--- config.mk ---
export PLATFORM = sky130hd
export DESIGN_NAME = vread_cfg_apb
export DESIGN_NICKNAME = d
export VERILOG_FILES = /design/src/verilog/vread_pkg.sv /design/src/verilog/vread_cfg_apb.sv
export SDC_FILE = /design/constraint.sdc
export NUM_CORES = 1
export LEC_CHECK = 0
export BUFFER_PORTS_ARGS = -buffer_cell sky130_fd_sc_hd__buf_2
export CAP_MARGIN = 0
export CORE_MARGIN = 2
export CORE_UTILIZATION = 58
export CTS_BUF_LIST = sky130_fd_sc_hd__clkbuf_2 sky130_fd_sc_hd__clkbuf_4 sky130_fd_sc_hd__clkbuf_8
export DETAILED_ROUTE_END_ITERATION = 6
export GPL_ROUTABILITY_DRIVEN = 1
export GPL_TIMING_DRIVEN = 0
export HOLD_SLACK_MARGIN = 0.06
export PLACE_DENSITY = 0.88
export SYNTH_ARGS = -nofsm -noshare
export SYNTH_HDL_FRONTEND = slang
export SYNTH_SLANG_ARGS = --single-unit
export TNS_END_PERCENT = 1
--- constraint.sdc ---
create_clock -name clk -period 13.83 [get_ports clk]
set_input_delay 0.6915 -clock clk [delete_from_list [all_inputs] [get_ports clk]]
set_output_delay 0.6915 -clock clk [all_outputs]
set_load 0.005 [all_outputs]
--- src/verilog/vread_pkg.sv ---
`default_nettype none

package vread_pkg;

   localparam int AXI_DATA_W = 32;
   localparam int ELEM_W     = 16;
   localparam int AXI_ADDR_W = 32;
   localparam int ADDR_W     = 10;
   localparam int WADDR_W    = 9;
   localparam int LEN_W      = 8;
   localparam int APB_ADDR_W = 8;
   localparam int BUF_DEPTH  = 1 << WADDR_W;

   typedef logic [AXI_DATA_W-1:0] bus_word_t;
   typedef logic [ELEM_W-1:0]     elem_t;
   typedef logic [AXI_ADDR_W-1:0] bus_addr_t;
   typedef logic [ADDR_W-1:0]     elem_addr_t;
   typedef logic [LEN_W-1:0]      len_t;

   // two-level loop generator setup
   typedef struct packed {
      elem_addr_t start;
      elem_addr_t incr;
      elem_addr_t shift;
      elem_addr_t per;
      elem_addr_t iter;
   } gen_cfg_t;

   // count is the number of bursts, len the beats per burst
   typedef struct packed {
      bus_addr_t  ext_addr;
      bus_addr_t  addr_shift;
      elem_addr_t count;
      len_t       len;
      logic       read_en;
      logic       ping_pong;
   } rd_cfg_t;

   typedef struct packed {
      logic      valid;
      bus_addr_t addr;
      len_t      len;
   } dbus_req_t;

   typedef struct packed {
      logic      ready;
      bus_word_t rdata;
      logic      last;
   } dbus_rsp_t;

   typedef enum logic {GEN_IDLE, GEN_RUN} gen_state_t;
   typedef enum logic [1:0] {BR_IDLE, BR_REQ, BR_DATA} burst_state_t;

   localparam logic [APB_ADDR_W-1:0] REG_CTRL       = 8'h00;
   localparam logic [APB_ADDR_W-1:0] REG_STATUS     = 8'h04;
   localparam logic [APB_ADDR_W-1:0] REG_EXT_ADDR   = 8'h08;
   localparam logic [APB_ADDR_W-1:0] REG_ADDR_SHIFT = 8'h0C;
   localparam logic [APB_ADDR_W-1:0] REG_COUNT      = 8'h10;
   localparam logic [APB_ADDR_W-1:0] REG_LEN        = 8'h14;
   localparam logic [APB_ADDR_W-1:0] REG_RD_START   = 8'h18;
   localparam logic [APB_ADDR_W-1:0] REG_RD_INCR    = 8'h1C;
   localparam logic [APB_ADDR_W-1:0] REG_RD_PER     = 8'h20;
   localparam logic [APB_ADDR_W-1:0] REG_RD_ITER    = 8'h24;
   localparam logic [APB_ADDR_W-1:0] REG_RD_SHIFT   = 8'h28;
   localparam logic [APB_ADDR_W-1:0] REG_OUT_START  = 8'h2C;
   localparam logic [APB_ADDR_W-1:0] REG_OUT_INCR   = 8'h30;
   localparam logic [APB_ADDR_W-1:0] REG_OUT_PER    = 8'h34;
   localparam logic [APB_ADDR_W-1:0] REG_OUT_ITER   = 8'h38;
   localparam logic [APB_ADDR_W-1:0] REG_OUT_SHIFT  = 8'h3C;

endpackage

`default_nettype wire

--- src/verilog/vread_cfg_apb.sv ---
`timescale 1ns/1ps
`default_nettype none

module vread_cfg_apb (
   input  wire                              clk,
   input  wire                              rst,
   input  wire  [vread_pkg::APB_ADDR_W-1:0] paddr_i,
   input  wire                              psel_i,
   input  wire                              penable_i,
   input  wire                              pwrite_i,
   input  vread_pkg::bus_word_t             pwdata_i,
   output vread_pkg::bus_word_t             prdata_o,
   output logic                             pready_o,
   output logic                             pslverr_o,
   output logic                             run_o,
   output vread_pkg::rd_cfg_t               rd_cfg_o,
   output vread_pkg::gen_cfg_t              rd_gen_o,
   output vread_pkg::gen_cfg_t              out_gen_o,
   input  wire                              done_i
);
   import vread_pkg::*;

   logic wr_access;
   logic rd_access;

   assign pready_o  = 1'b1;
   assign pslverr_o = 1'b0;
   assign wr_access = psel_i && penable_i && pwrite_i;
   assign rd_access = psel_i && penable_i && !pwrite_i;

   always_ff @(posedge clk or posedge rst) begin
      if (rst) begin
         run_o     <= 1'b0;
         rd_cfg_o  <= '0;
         rd_gen_o  <= '0;
         out_gen_o <= '0;
      end else begin
         // run bit self-clears, pulse lands after the write
         run_o <= wr_access && (paddr_i == REG_CTRL) && pwdata_i[0];
         if (wr_access) begin
            case (paddr_i)
               REG_CTRL: begin
                  rd_cfg_o.read_en   <= pwdata_i[1];
                  rd_cfg_o.ping_pong <= pwdata_i[2];
               end
               REG_EXT_ADDR:   rd_cfg_o.ext_addr   <= pwdata_i;
               REG_ADDR_SHIFT: rd_cfg_o.addr_shift <= pwdata_i;
               REG_COUNT:      rd_cfg_o.count      <= pwdata_i[ADDR_W-1:0];
               REG_LEN:        rd_cfg_o.len        <= pwdata_i[LEN_W-1:0];
               REG_RD_START:   rd_gen_o.start      <= pwdata_i[ADDR_W-1:0];
               REG_RD_INCR:    rd_gen_o.incr       <= pwdata_i[ADDR_W-1:0];
               REG_RD_PER:     rd_gen_o.per        <= pwdata_i[ADDR_W-1:0];
               REG_RD_ITER:    rd_gen_o.iter       <= pwdata_i[ADDR_W-1:0];
               REG_RD_SHIFT:   rd_gen_o.shift      <= pwdata_i[ADDR_W-1:0];
               REG_OUT_START:  out_gen_o.start     <= pwdata_i[ADDR_W-1:0];
               REG_OUT_INCR:   out_gen_o.incr      <= pwdata_i[ADDR_W-1:0];
               REG_OUT_PER:    out_gen_o.per       <= pwdata_i[ADDR_W-1:0];
               REG_OUT_ITER:   out_gen_o.iter      <= pwdata_i[ADDR_W-1:0];
               REG_OUT_SHIFT:  out_gen_o.shift     <= pwdata_i[ADDR_W-1:0];
               default: ;
            endcase
         end
      end
   end

   always_comb begin
      prdata_o = '0;
      if (rd_access) begin
         case (paddr_i)
            REG_CTRL:       prdata_o[2:1]        = {rd_cfg_o.ping_pong, rd_cfg_o.read_en};
            REG_STATUS:     prdata_o[0]          = done_i;
            REG_EXT_ADDR:   prdata_o             = rd_cfg_o.ext_addr;
            REG_ADDR_SHIFT: prdata_o             = rd_cfg_o.addr_shift;
            REG_COUNT:      prdata_o[ADDR_W-1:0] = rd_cfg_o.count;
            REG_LEN:        prdata_o[LEN_W-1:0]  = rd_cfg_o.len;
            REG_RD_START:   prdata_o[ADDR_W-1:0] = rd_gen_o.start;
            REG_RD_INCR:    prdata_o[ADDR_W-1:0] = rd_gen_o.incr;
            REG_RD_PER:     prdata_o[ADDR_W-1:0] = rd_gen_o.per;
            REG_RD_ITER:    prdata_o[ADDR_W-1:0] = rd_gen_o.iter;
            REG_RD_SHIFT:   prdata_o[ADDR_W-1:0] = rd_gen_o.shift;
            REG_OUT_START:  prdata_o[ADDR_W-1:0] = out_gen_o.start;
            REG_OUT_INCR:   prdata_o[ADDR_W-1:0] = out_gen_o.incr;
            REG_OUT_PER:    prdata_o[ADDR_W-1:0] = out_gen_o.per;
            REG_OUT_ITER:   prdata_o[ADDR_W-1:0] = out_gen_o.iter;
            REG_OUT_SHIFT:  prdata_o[ADDR_W-1:0] = out_gen_o.shift;
            default: ;
         endcase
      end
   end

endmodule

`default_nettype wire

Word-level counts from Yosys, hierarchy flattened
Index checks and enable logic that the tools add are counted.
{"block": "word_totals", "n_memories": 0, "in_bits": 46, "latch_bits": 0, "mem_bits_ro": 0, "output_inout_bits": 219, "register_bits": 185, "ramBits": 0}
{"block": "classes", "reduce_logical": 22, "mux": 6, "multipliers": 0, "div": 0, "add_sub_neg": 0, "bitwise_logic": 0, "shift": 0, "eq_ne": 15, "n_lt_le_gt_ge": 0}
{"op": "5-bit one-hot mux with 14 select lines", "count": 1}
{"op": "8-bit by 6-bit == test with 1-bit output (second input constant)", "count": 8}
{"op": "22-bit one-hot mux with 2 select lines", "count": 1}
{"op": "8-bit by 5-bit == test with 1-bit output (second input constant)", "count": 4}
{"op": "32-bit 2-to-1 mux", "count": 1}
{"op": "2-bit one-hot mux with 15 select lines", "count": 1}
{"op": "2-bit AND reduction", "count": 15}
{"op": "2-bit one-hot mux with 13 select lines", "count": 1}
{"op": "8-bit by 4-bit == test with 1-bit output (second input constant)", "count": 2}
{"op": "1-bit one-hot mux with 15 select lines", "count": 1}
{"op": "8-bit by 3-bit == test with 1-bit output (second input constant)", "count": 1}
{"op": "8-bit logical NOT", "count": 1}
{"op": "1-bit logical AND", "count": 5}
{"op": "1-bit logical NOT", "count": 1}

Longest topological paths before layout
Gate-level depths: netlist of the first run.
{"block": "depth", "word_depth": 4, "depth_mapped": 7, "mapped_depth_nobuf": 4}

Worst setup path before layout of the first run
OpenSTA, ideal clock, no wires.
{"block": "synth_path", "path_type": "input to output", "start": "in paddr_i[5] (netlist bit)", "end": "out prdata_o[11]", "slack_ns": 10.940, "required_time_ns": 13.138, "stages": 7, "n_path_buf": 3, "arrival_ns": 2.198, "path_cell_list": "buf_6 or4_4 buf_6 nor2_1 buf_2 a22oi_1 nor2_1"}
{"block": "synth_between", "elab_chain_len": 3}
{"item": "start: declaration", "line": "vread_cfg_apb.sv:7", "rtl": "input wire [vread_pkg::APB_ADDR_W-1:0] paddr_i,"}
{"item": "8-bit by 4-bit == test with 1-bit output", "line": "vread_cfg_apb.sv:69", "rtl": "case (paddr_i)"}
{"item": "22-bit one-hot mux with 2 select lines (*)", "line": "vread_cfg_apb.sv:69"}
{"item": "32-bit 2-to-1 mux (*)", "line": "vread_cfg_apb.sv:68", "rtl": "if (rd_access) begin"}
{"item": "end: declaration", "line": "vread_cfg_apb.sv:12", "rtl": "output vread_pkg::bus_word_t prdata_o,"}
Mark *: on every way between the ends. The rest lies on a longest branch, timed or not.

Final worst setup path of the first run
{"block": "layout_path", "start": "in paddr_i[3] (netlist bit)", "end": "out prdata_o[1]"}
{"block": "layout_between", "elab_chain_len": 3}
{"item": "8-bit by 6-bit == test with 1-bit output (tied with other cells)", "line": "vread_cfg_apb.sv:69"}
{"item": "2-bit one-hot mux with 15 select lines (*)", "line": "vread_cfg_apb.sv:69"}
{"item": "32-bit 2-to-1 mux (*)", "line": "vread_cfg_apb.sv:68"}
Marked as above.

==> impl_metrics.py, run 1 <==
metrics = {
    "run_status": {
        "status": "finished with violations",
        "violations": "DRC",
    },
    "pwr": {
        "clkPwrFrac_pct": 39.6,
        "pwr-share-seq_pct": 53.1,
        "ir_drop_mv": 0.0843,
        "p_int_mw": 0.789,
        "swShare_pct": 24.7,
        "power_switching_mw": 0.259,
        "leakagePower_nw": 6.20,
        "cellPowerDensity_nw_per_um2": 93.3,
        "combPwrFrac_pct": 7.4,
    },
    "die": {
        "start_util_pct": 59.9,
        "die_y_um": 130,
        "die_area_um2": 16800,
        "fp.dieW_um": 130,
        "pin_count": 265,
        "core_area_um2": 15300,
        "core.rowCount": 45,
    },
    "global_routing": {
        "grt_max_degree": 100,
        "grt_pass1_vias": 7210,
        "grt_antenna_before_repair": 1,
        "grt_use_total_pct": 34.7,
        "grt_pass1_wl_um": 42900,
        "grt.overflow.total": 0,
    },
    "worst_setup_path": {
        "cp_max_fo": 10,
        "r2r-end": "out_gen_o[32]",
        "r2r_cells": 1,
        "critPathTopFamily": "buffers and inverters",
        "worst-setup-path-type": "in2out",
        "start_kind": "primary input",
        "cp_num_cells": 9,
        "crit_chain": "buf_2 > clkbuf_1 > buf_2 > buf_1 > nor3_1 > nor3_1 > o21bai_1 > a31oi_1 > buf_2",
        "slowest_stage": "buf_1",
        "rrSetupSlack_ns": 12.98,
        "max_stage_delay_ns": 0.71,
        "critPathRequiredTime_ns": 13.14,
        "regToRegStartpoint": "out_gen_o[32]",
        "crit_top_cell": "buf_2",
        "critPathLaunch": "paddr_i[3]",
        "arrival_ns": 3.27,
        "cp.buffers_inverters": 5,
        "critPathCaptureType": "output port",
    },
    "synthesis": {
        "synth_cell_types": 52,
        "ys_ff_latch": 185,
        "synth.area.top_cells": "dfrtp_1 (51%), mux2_2 (16%), mux2_4 (9.8%), mux2i_1 (3.4%), a22oi_1 (2.5%)",
        "syn_inst": 683,
        "yosysSeqAreaShare_pct": 50.5,
        "netlist_area_um2": 9170,
        "synth_top_area_share_pct": 50.5,
        "async_flop_share_pct": 100,
        "avgSynthCellArea_um2": 13.4,
        "yosys_warnings": 0,
        "synthTopCellsByCount": "dfrtp_1 (185), mux2_2 (132), mux2_4 (60), nor2_1 (38), mux2i_1 (31)",
        "synthFlopType": "dfrtp_1",
        "synth_edf_count": 0,
        "synth.largest_area_cell": "dfrtp_1",
        "yosysMostFrequentCell": "dfrtp_1",
        "synth_fp_nets": 729,
    },
    "final_layout": {
        "fill_cells": 1051,
        "drive_gt1_share_pct": 53.9,
        "seqCellArea_um2": 4630,
        "area_growth_pct": 22.4,
        "multi_input_area_um2": 4190,
        "finalInstanceArea_um2": 11200,
        "nets": 1008,
        "n_antenna_cell": 0,
    },
    "drt": {
        "ant_nets": 0,
        "wl_per_cell_um": 24.5,
        "drc": 6,
        "viasPerCell": 6.25,
        "drt-pass1-iter-count": 7,
        "routed_wl_um": 29100,
        "vias": 7411,
        "drt-initial-drc-count": 743,
    },
    "timing": {
        "rsz0062_at_grt": "no",
        "tightest_slew_ns": 1.29,
        "period_share_pct": 28.7,
        "setup_viol": 0,
        "timing.setup.tns_ns": 0,
        "timing.fmax_mhz": 252,
        "fin_skew_ns": 0,
        "final-hold-violation-count": 0,
        "fin_crit_ns": 3.96,
        "relSlewSlack_pct": 13.8,
        "maxSlewViolCount": 0,
    },
    "cts": {
        "htreeDepth": 4,
        "ctsLongestPathBuffers": 2,
        "path_clk_slew_ns": 0.10,
        "cts_tree": "done",
        "numCtsBuffers": 17,
        "cts_sinks": 185,
        "cts_repair_resize_count": 0,
        "hold_buffers": 0,
        "post_cts_buffers": 0,
        "clkLatencyLatePin_ns": 0.48,
        "clockRootBuffer": "clkbuf_8",
    },
    "place": {
        "dp.final_hpwl_um": 20900,
        "place_congestion": 0.964,
        "place_area_um2": 10800,
        "portBuffers": 259,
    },
    "job": {
        "cap_viol_max_count": 0,
    },
    "min_path": {
        "min_path_type": "in2async",
    },
}
-- logic make-up after synthesis --
kind of cell / synth area share, %
AOI/OAI and AO/OA: 7.10
DFF: 50.5
other: 0.0819
and+or+nand+nor: 8.44
buffers and inverters: 3.84
muxes: 30.0
-- placed cells by master (no fill, tap or decap), types with 4 or more instances in the layout --
cell type  Yosys  routed
o21ai_0        5       5
mux2i_1       31      31
nand2_1       14      14
nor3_1        11      11
dfrtp_1      185     185
clkbuf_8       0      19
nand3b_1      10      10
mux2_4        60      60
clkbuf_1      26      26
buf_6          4       4
mux2_2       132     132
buf_2          8     267
a22o_1        13      13
buf_12         6       6
and3_1        10      10
nor4b_2        4       4
o2bb2ai_1      7       7
nand2_2        5       5
a31oi_1       11      11
bufinv_16      0       4
nand3_1        4       4
nor4_1         8       8
buf_1          7       7
nor2_1        38      38
a211oi_1       5       5
a22oi_1       30      30
-- power by group through the flow --
stage / clock network, mW / logic [mW] / registers, mW
floorplan: 0 / 0.0408 / 0.565
global placement: 0 / 0.0725 / 0.566
detailed placement: 0 / 0.0753 / 0.566
CTS: 0.415 / 0.0757 / 0.555
global route: 0.438 / 0.0823 / 0.557
finish: 0.414 / 0.0770 / 0.556
-- area by class of cell --
type                    instances  share of cell area [%]
plain buffers                  53                    3.07
flip-flops and latches        185                    41.3
inverters                       2                   0.134
repair buffers                260                    11.8
multi-input cells             443                    37.3
clock buffers                  20                    2.40
well taps                     211                    2.35
clock inverters                12                    1.67
-- stage by stage --
stage                     hold WS, ns  util [%]  power [mW]  instances  setup WS, ns
after detailed placement        0.514      70.3       0.641       1154         10.04
after CTS                       0.334      73.3        1.05       1186         10.02
after global routing            0.366      73.3        1.08       1186          9.82
after global placement          0.502      70.0       0.638       1153          6.26
final                           0.313      73.3        1.05       1186          9.87
after floorplan                 0.511         -       0.606        683          8.11
-- flip-flops by register name, indices dropped and copies added (netlist names) --
| signal | flops |
|---|---|
| out_gen_o | 50 |
| rd_gen_o | 50 |
| rd_cfg_o | 84 |
| run_o | 1 |
-- worst max-delay path by stage --
| stage | to | slack [ns] |
|---|---|---|
| finish | prdata_o[1] | 9.87 |
| global route | prdata_o[1] | 9.82 |
| CTS | prdata_o[1] | 10.02 |
| detailed placement | prdata_o[1] | 10.04 |
| global placement | out_gen_o[16] | 6.26 |
| floorplan | out_gen_o[0] | 8.11 |
-- metal layers --
metal,track usage (%),vias up,wire length [µm]
li1,-,3101,-
met1,43.3,3654,10900
met2,55.0,541,13500
met3,10.5,113,3240
met4,17.8,2,1410
met5,0,-,17
(Power assumes the default switching activity.)
==> run 2, diff against run 1 <==
- CORE_UTILIZATION: 58 -> 54
- PLACE_DENSITY: 0.88 -> 0.83
- clock period: 13.83 -> 3.9 ns (I/O delays scaled with it)
==> run 2 against run 1 <==
  * The run still ends with DRC left
  * Sequential share of layout area down 1.1 points
  * Worst setup slack worse by 8.9 ns
  * Critical path depth unchanged
  * Worst hold slack worse by 0.22 ns
  * Utilization down 3.8 points
  * Die area up 7.2%
  * Clock power rose to 3.0 times the previous value
  * Register-to-register slack worse by 9.9 ns
  * Critical path type unchanged
  * Largest cell class unchanged
==> impl_metrics.py, run 2 (same netlist as run 1, synthesis figures left out) <==
metrics = {
    "run_status": {
        "status": "finished with violations",
        "violations": "DRC",
    },
    "timing": {
        "tightest_slew_ns": 1.37,
        "final-hold-violation-count": 0,
        "relSlewSlack_pct": 7.12,
        "fin_crit_ns": 2.94,
        "fin_skew_ns": 0,
        "timing.fmax_mhz": 340,
        "timing.setup.tns_ns": 0,
        "layout_setup_ws_ns": 0.958,
        "period_share_pct": 75.4,
        "rsz0062_at_grt": "no",
        "setup_viol": 0,
        "hold_slack_ns": 0.0969,
        "maxSlewViolCount": 0,
    },
    "place": {
        "dp_slack_ns": 1.12,
        "place_area_um2": 10800,
        "place_congestion": 0.943,
        "portBuffers": 259,
        "place_inst": 1166,
        "dp.final_hpwl_um": 21400,
    },
    "final_layout": {
        "finalInstanceArea_um2": 11500,
        "fin_cells": 1230,
        "area_growth_pct": 25.6,
        "largest_register_ffs": 84,
        "nets": 1043,
        "drive_gt1_share_pct": 52.4,
        "regMostFlops": "rd_cfg_o",
        "layout_common_cells": "buf_2 (267), dfrtp_1 (185), mux2_2 (132)",
        "final_common_cell": "buf_2",
        "n_antenna_cell": 0,
        "top_regs": "rd_cfg_o x84, out_gen_o x50, rd_gen_o x50",
        "final_util_pct": 69.4,
    },
    "worst_setup_path": {
        "critPathRequiredTime_ns": 3.70,
        "critPathCaptureType": "output port",
        "start_kind": "primary input",
        "critPathLaunch": "paddr_i[3]",
        "arrival_ns": 2.75,
        "regToRegStartpoint": "rd_gen_o[1]",
        "cp_max_fo": 10,
        "worst-setup-path-type": "in2out",
        "r2r_cells": 1,
    },
    "die": {
        "pin_count": 265,
        "die_area_um2": 18000,
        "core_area_um2": 16600,
        "start_util_pct": 55.3,
        "die_y_um": 134,
        "core.rowCount": 47,
        "fp.dieW_um": 134,
    },
    "drt": {
        "ant_nets": 0,
        "drt-pass1-iter-count": 7,
        "drc": 1,
        "wl_per_cell_um": 24.2,
        "viasPerCell": 6.12,
        "routed_wl_um": 29700,
        "drt-initial-drc-count": 726,
        "vias": 7523,
    },
    "pwr": {
        "cellPowerDensity_nw_per_um2": 305,
        "leakagePower_nw": 6.31,
        "ir_drop_mv": 0.225,
        "total_power_mw": 3.51,
    },
    "cts": {
        "cts_tree": "done",
        "post_cts_buffers": 0,
        "path_clk_slew_ns": 0.09,
        "cts_repair_resize_count": 0,
        "htreeDepth": 4,
        "hold_buffers": 32,
        "ctsLongestPathBuffers": 2,
        "clockRootBuffer": "clkbuf_8",
        "numCtsBuffers": 17,
        "clkLatencyLatePin_ns": 0.47,
        "cts_sinks": 185,
    },
    "global_routing": {
        "grt.overflow.total": 0,
        "grt_antenna_before_repair": 2,
        "grt_use_total_pct": 33.1,
        "grt_pass1_vias": 7429,
        "grt_max_degree": 45,
        "grt_pass1_wl_um": 44400,
    },
    "min_path": {
        "min_path_type": "in2reg",
        "hold_depth": 2,
        "min_from": "pwdata_i[1]",
    },
    "job": {
        "cap_viol_max_count": 0,
    },
}
-- run 2: path summary, 6_finish.rpt --
check	slack, ns	endpoint
max	0.96	prdata_o[1]
min	0.1	out_gen_o[21]
max reg2reg	3.07	rd_gen_o[1]
min reg2reg	0.53	rd_gen_o[19]
max in group asynchronous	2.76	out_gen_o[46]
min in group asynchronous	0.28	rd_cfg_o[22]
-- run 2: final cells by class --
cell class | instances | area (µm²)
Buffer | 53 | 344
Clock inverter | 14 | 123
Inverter | 2 | 11.3
Tap cell | 220 | 275
Timing Repair Buffer | 295 | 1700
Fill cell | 1187 | 5070
Clock buffer | 18 | 248
Multi-Input combinational cell | 443 | 4190
Sequential cell | 185 | 4630
-- run 2: worst max-delay path, stage by stage --
cell	delay, ns
buf_2	0.10
clkbuf_1	0.31
buf_2	0.39
buf_1	0.68
nor3_1	0.13
nor3_1	0.26
o21bai_1	0.16
a31oi_1	0.32
buf_2	0.18
-- run 2: layer usage --
layer  share of wire, %  global-route usage [%]  vias to the layer above
li1                   -                       -                     3190
met3                 10                    8.39                      126
met2                 47                    53.5                      509
met4                5.3                    16.9                        4
met1                 37                    41.3                     3694
met5              0.064                       0                        -
-- run 2: power by group --
| part | switching, mW | internal, mW | total (mW) |
|---|---|---|---|
| registers | 0.0255 | 1.94 | 1.97 |
| logic | 0.177 | 0.127 | 0.304 |
| clock network | 0.712 | 0.526 | 1.24 |
==> run 3, diff against run 2 <==
- ABC_AREA: not set -> 1
- CORE_UTILIZATION: 54 -> 53
- PLACE_DENSITY: 0.83 -> 0.82
- clock period: 3.9 -> 2.8 ns (I/O delays scaled with it)
==> run 3 against run 2 <==
  * The run now ends clean
  * Die area fell by 4.1%
  * Power grew 47%
  * First-iteration DRC count increased by 59%
  * Critical path depth grew 3
  * Final cell count grew 33%
  * Clock power up 65%
  * Via count increased by 23%
  * Critical endpoint is now prdata_o[3]
==> impl_metrics.py, run 3 <==
metrics = {
    "run_status": {
        "status": "finished clean",
    },
    "worst_setup_path": {
        "max_stage_delay_ns": 0.36,
        "critPathCaptureType": "output port",
        "slowest_stage": "buf_2",
        "worst-setup-path-type": "in2out",
        "start_kind": "primary input",
        "critPathRequiredTime_ns": 2.66,
        "arrival_ns": 1.87,
        "cp_max_fo": 10,
        "crit_chain": "buf_2 > inv_1 > nand2_1 > nor2_4 > buf_2 > nand3_1 > nand2_1 > nor2_1 > nand2_1 > nor2_1 > nor2_1 > buf_2",
    },
    "pwr": {
        "cellPowerDensity_nw_per_um2": 466,
        "power_switching_mw": 1.25,
        "combPwrFrac_pct": 7.3,
        "leakagePower_nw": 6.09,
        "p_int_mw": 3.91,
        "swShare_pct": 24.3,
        "pwr-share-seq_pct": 53.2,
        "ir_drop_mv": 0.292,
        "clkPwrFrac_pct": 39.5,
    },
    "final_layout": {
        "regMostFlops": "rd_cfg_o",
        "final_util_pct": 69.7,
        "top_regs": "rd_cfg_o x84, out_gen_o x50, rd_gen_o x50",
        "nets": 1450,
        "largest_register_ffs": 84,
        "drive_gt1_share_pct": 25.8,
        "layout_common_cells": "nand2_1 (346), buf_2 (299), dfrtp_1 (185)",
        "final_common_cell": "nand2_1",
        "n_antenna_cell": 0,
        "area_growth_pct": 28.6,
    },
    "min_path": {
        "min_path_type": "in2reg",
    },
    "timing": {
        "setup_viol": 0,
        "rsz0062_at_grt": "no",
        "period_share_pct": 71.8,
        "maxSlewViolCount": 0,
        "timing.fmax_mhz": 498,
        "fin_crit_ns": 2.01,
        "fin_skew_ns": 0,
        "tightest_slew_ns": 0.836,
        "hold_slack_ns": 0.104,
        "final-hold-violation-count": 0,
        "relSlewSlack_pct": 44.3,
    },
    "synthesis": {
        "synth_top_area_share_pct": 53.8,
        "async_flop_share_pct": 100,
        "synthFlopType": "dfrtp_1",
        "ys_ff_latch": 185,
        "avgSynthCellArea_um2": 7.93,
        "netlist_area_um2": 8610,
        "synth_fp_nets": 1132,
        "yosysMostFrequentCell": "nand2_1",
        "syn_inst": 1086,
        "synth.area.top_cells": "dfrtp_1 (54%), nand2_1 (15%), nand3_1 (8.0%), o21ai_0 (6.7%), o21ai_1 (4.0%)",
        "yosysSeqAreaShare_pct": 53.8,
        "synth_edf_count": 0,
        "synth.largest_area_cell": "dfrtp_1",
        "synthTopCellsByCount": "nand2_1 (346), dfrtp_1 (185), nand3_1 (138), o21ai_0 (115), o21ai_1 (69)",
        "yosys_warnings": 0,
        "synth_cell_types": 18,
    },
    "cts": {
        "post_cts_buffers": 0,
        "clockRootBuffer": "clkbuf_8",
        "cts_repair_resize_count": 0,
        "ctsLongestPathBuffers": 2,
        "hold_buffers": 32,
        "cts_tree": "done",
        "clkLatencyLatePin_ns": 0.48,
        "path_clk_slew_ns": 0.09,
        "cts_sinks": 185,
        "numCtsBuffers": 17,
        "htreeDepth": 4,
    },
    "die": {
        "core.rowCount": 46,
        "core_area_um2": 15900,
        "fp.dieW_um": 131,
        "die_area_um2": 17300,
        "start_util_pct": 54.2,
        "die_y_um": 131,
        "pin_count": 265,
    },
    "drt": {
        "drt-pass1-iter-count": 6,
        "drt-initial-drc-count": 1154,
        "ant_nets": 0,
        "vias": 9273,
        "viasPerCell": 5.68,
        "drc": 0,
        "routed_wl_um": 30700,
        "wl_per_cell_um": 18.8,
    },
    "global_routing": {
        "grt_use_met3_pct": 6.87,
        "grt_antenna_before_repair": 0,
        "grt_use_total_pct": 34.9,
        "grt.busiest_layer": "met2",
        "grt.overflow.total": 0,
        "grt_pass1_wl_um": 46500,
        "grt_pass1_vias": 8333,
        "grt_max_degree": 44,
        "met1_usage_pct": 48.7,
        "groute.layer.met2.usage_pct": 52.9,
    },
    "place": {
        "dp.final_hpwl_um": 21900,
        "place_congestion": 0.977,
        "portBuffers": 262,
    },
    "job": {
        "cap_viol_max_count": 0,
    },
}
## run 3: cells by family after synthesis
logic type,after synthesis,share of synthesized area [%]
simple gates,560,27.1
compound gates,206,12.0
flops,185,53.8
buf+inv,133,7.08
other cells,2,0.0872
## run 3: critical path: cells and delay by family
kind | cells | cell delay (ns)
buf+inv | 4 | 0.66
simple gates | 8 | 1.04
## run 3: worst paths after layout
kind                         startpoint      endpoint  slack, ns  cells after the start
hold / removal              pwdata_i[6]  out_gen_o[6]       0.10                      3
max in group asynchronous           rst  rd_cfg_o[19]       1.52                      6
setup / recovery             paddr_i[1]   prdata_o[3]       0.79                     12
hold reg to reg            rd_cfg_o[27]  rd_cfg_o[27]       0.52                      2
setup reg to reg           rd_gen_o[20]  rd_gen_o[20]       2.05                      2
min in group asynchronous           rst  rd_cfg_o[40]       0.25                      3
## run 3: metal layers
metal  vias to the layer above  share of wire (%)
met1                      4335                 39
met2                       670                 45
met5                         -                  0
met4                         0                4.7
li1                       4155                  -
met3                       113                 11
## run 3: layout make-up
| cell class | count | area (µm²) |
|---|---|---|
| buffer | 82 | 418 |
| clock buffer | 21 | 289 |
| clock inverter | 11 | 168 |
| fill | 1346 | 4810 |
| inverter | 51 | 195 |
| multi-input combinational | 768 | 3370 |
| sequential | 185 | 4630 |
| tap | 216 | 270 |
| timing repair buffer | 299 | 1730 |
## run 3: power groups by stage
stage	sequential, mW	combinational [mW]	clock [mW]
after floorplan	2.79	0.157	0
after global placement	2.80	0.308	0
after detailed placement	2.80	0.332	0
after CTS	2.74	0.368	2.02
after global routing	2.75	0.405	2.13
final	2.75	0.375	2.04
## run 3: per-stage QoR
stage                     instances  TNS [ns]  cell area [µm²]  worst slack [ns]  power [mW]
final                          1633         0            11100             0.790        5.16
after global routing           1633         0            11100             0.685        5.28
after CTS                      1633         0            11100             0.868        5.14
after detailed placement       1569         0            10300             0.867        3.13
after global placement         1564   -137.56            10200            -0.757        3.11
after floorplan                1086         0             8620             0.281        2.95
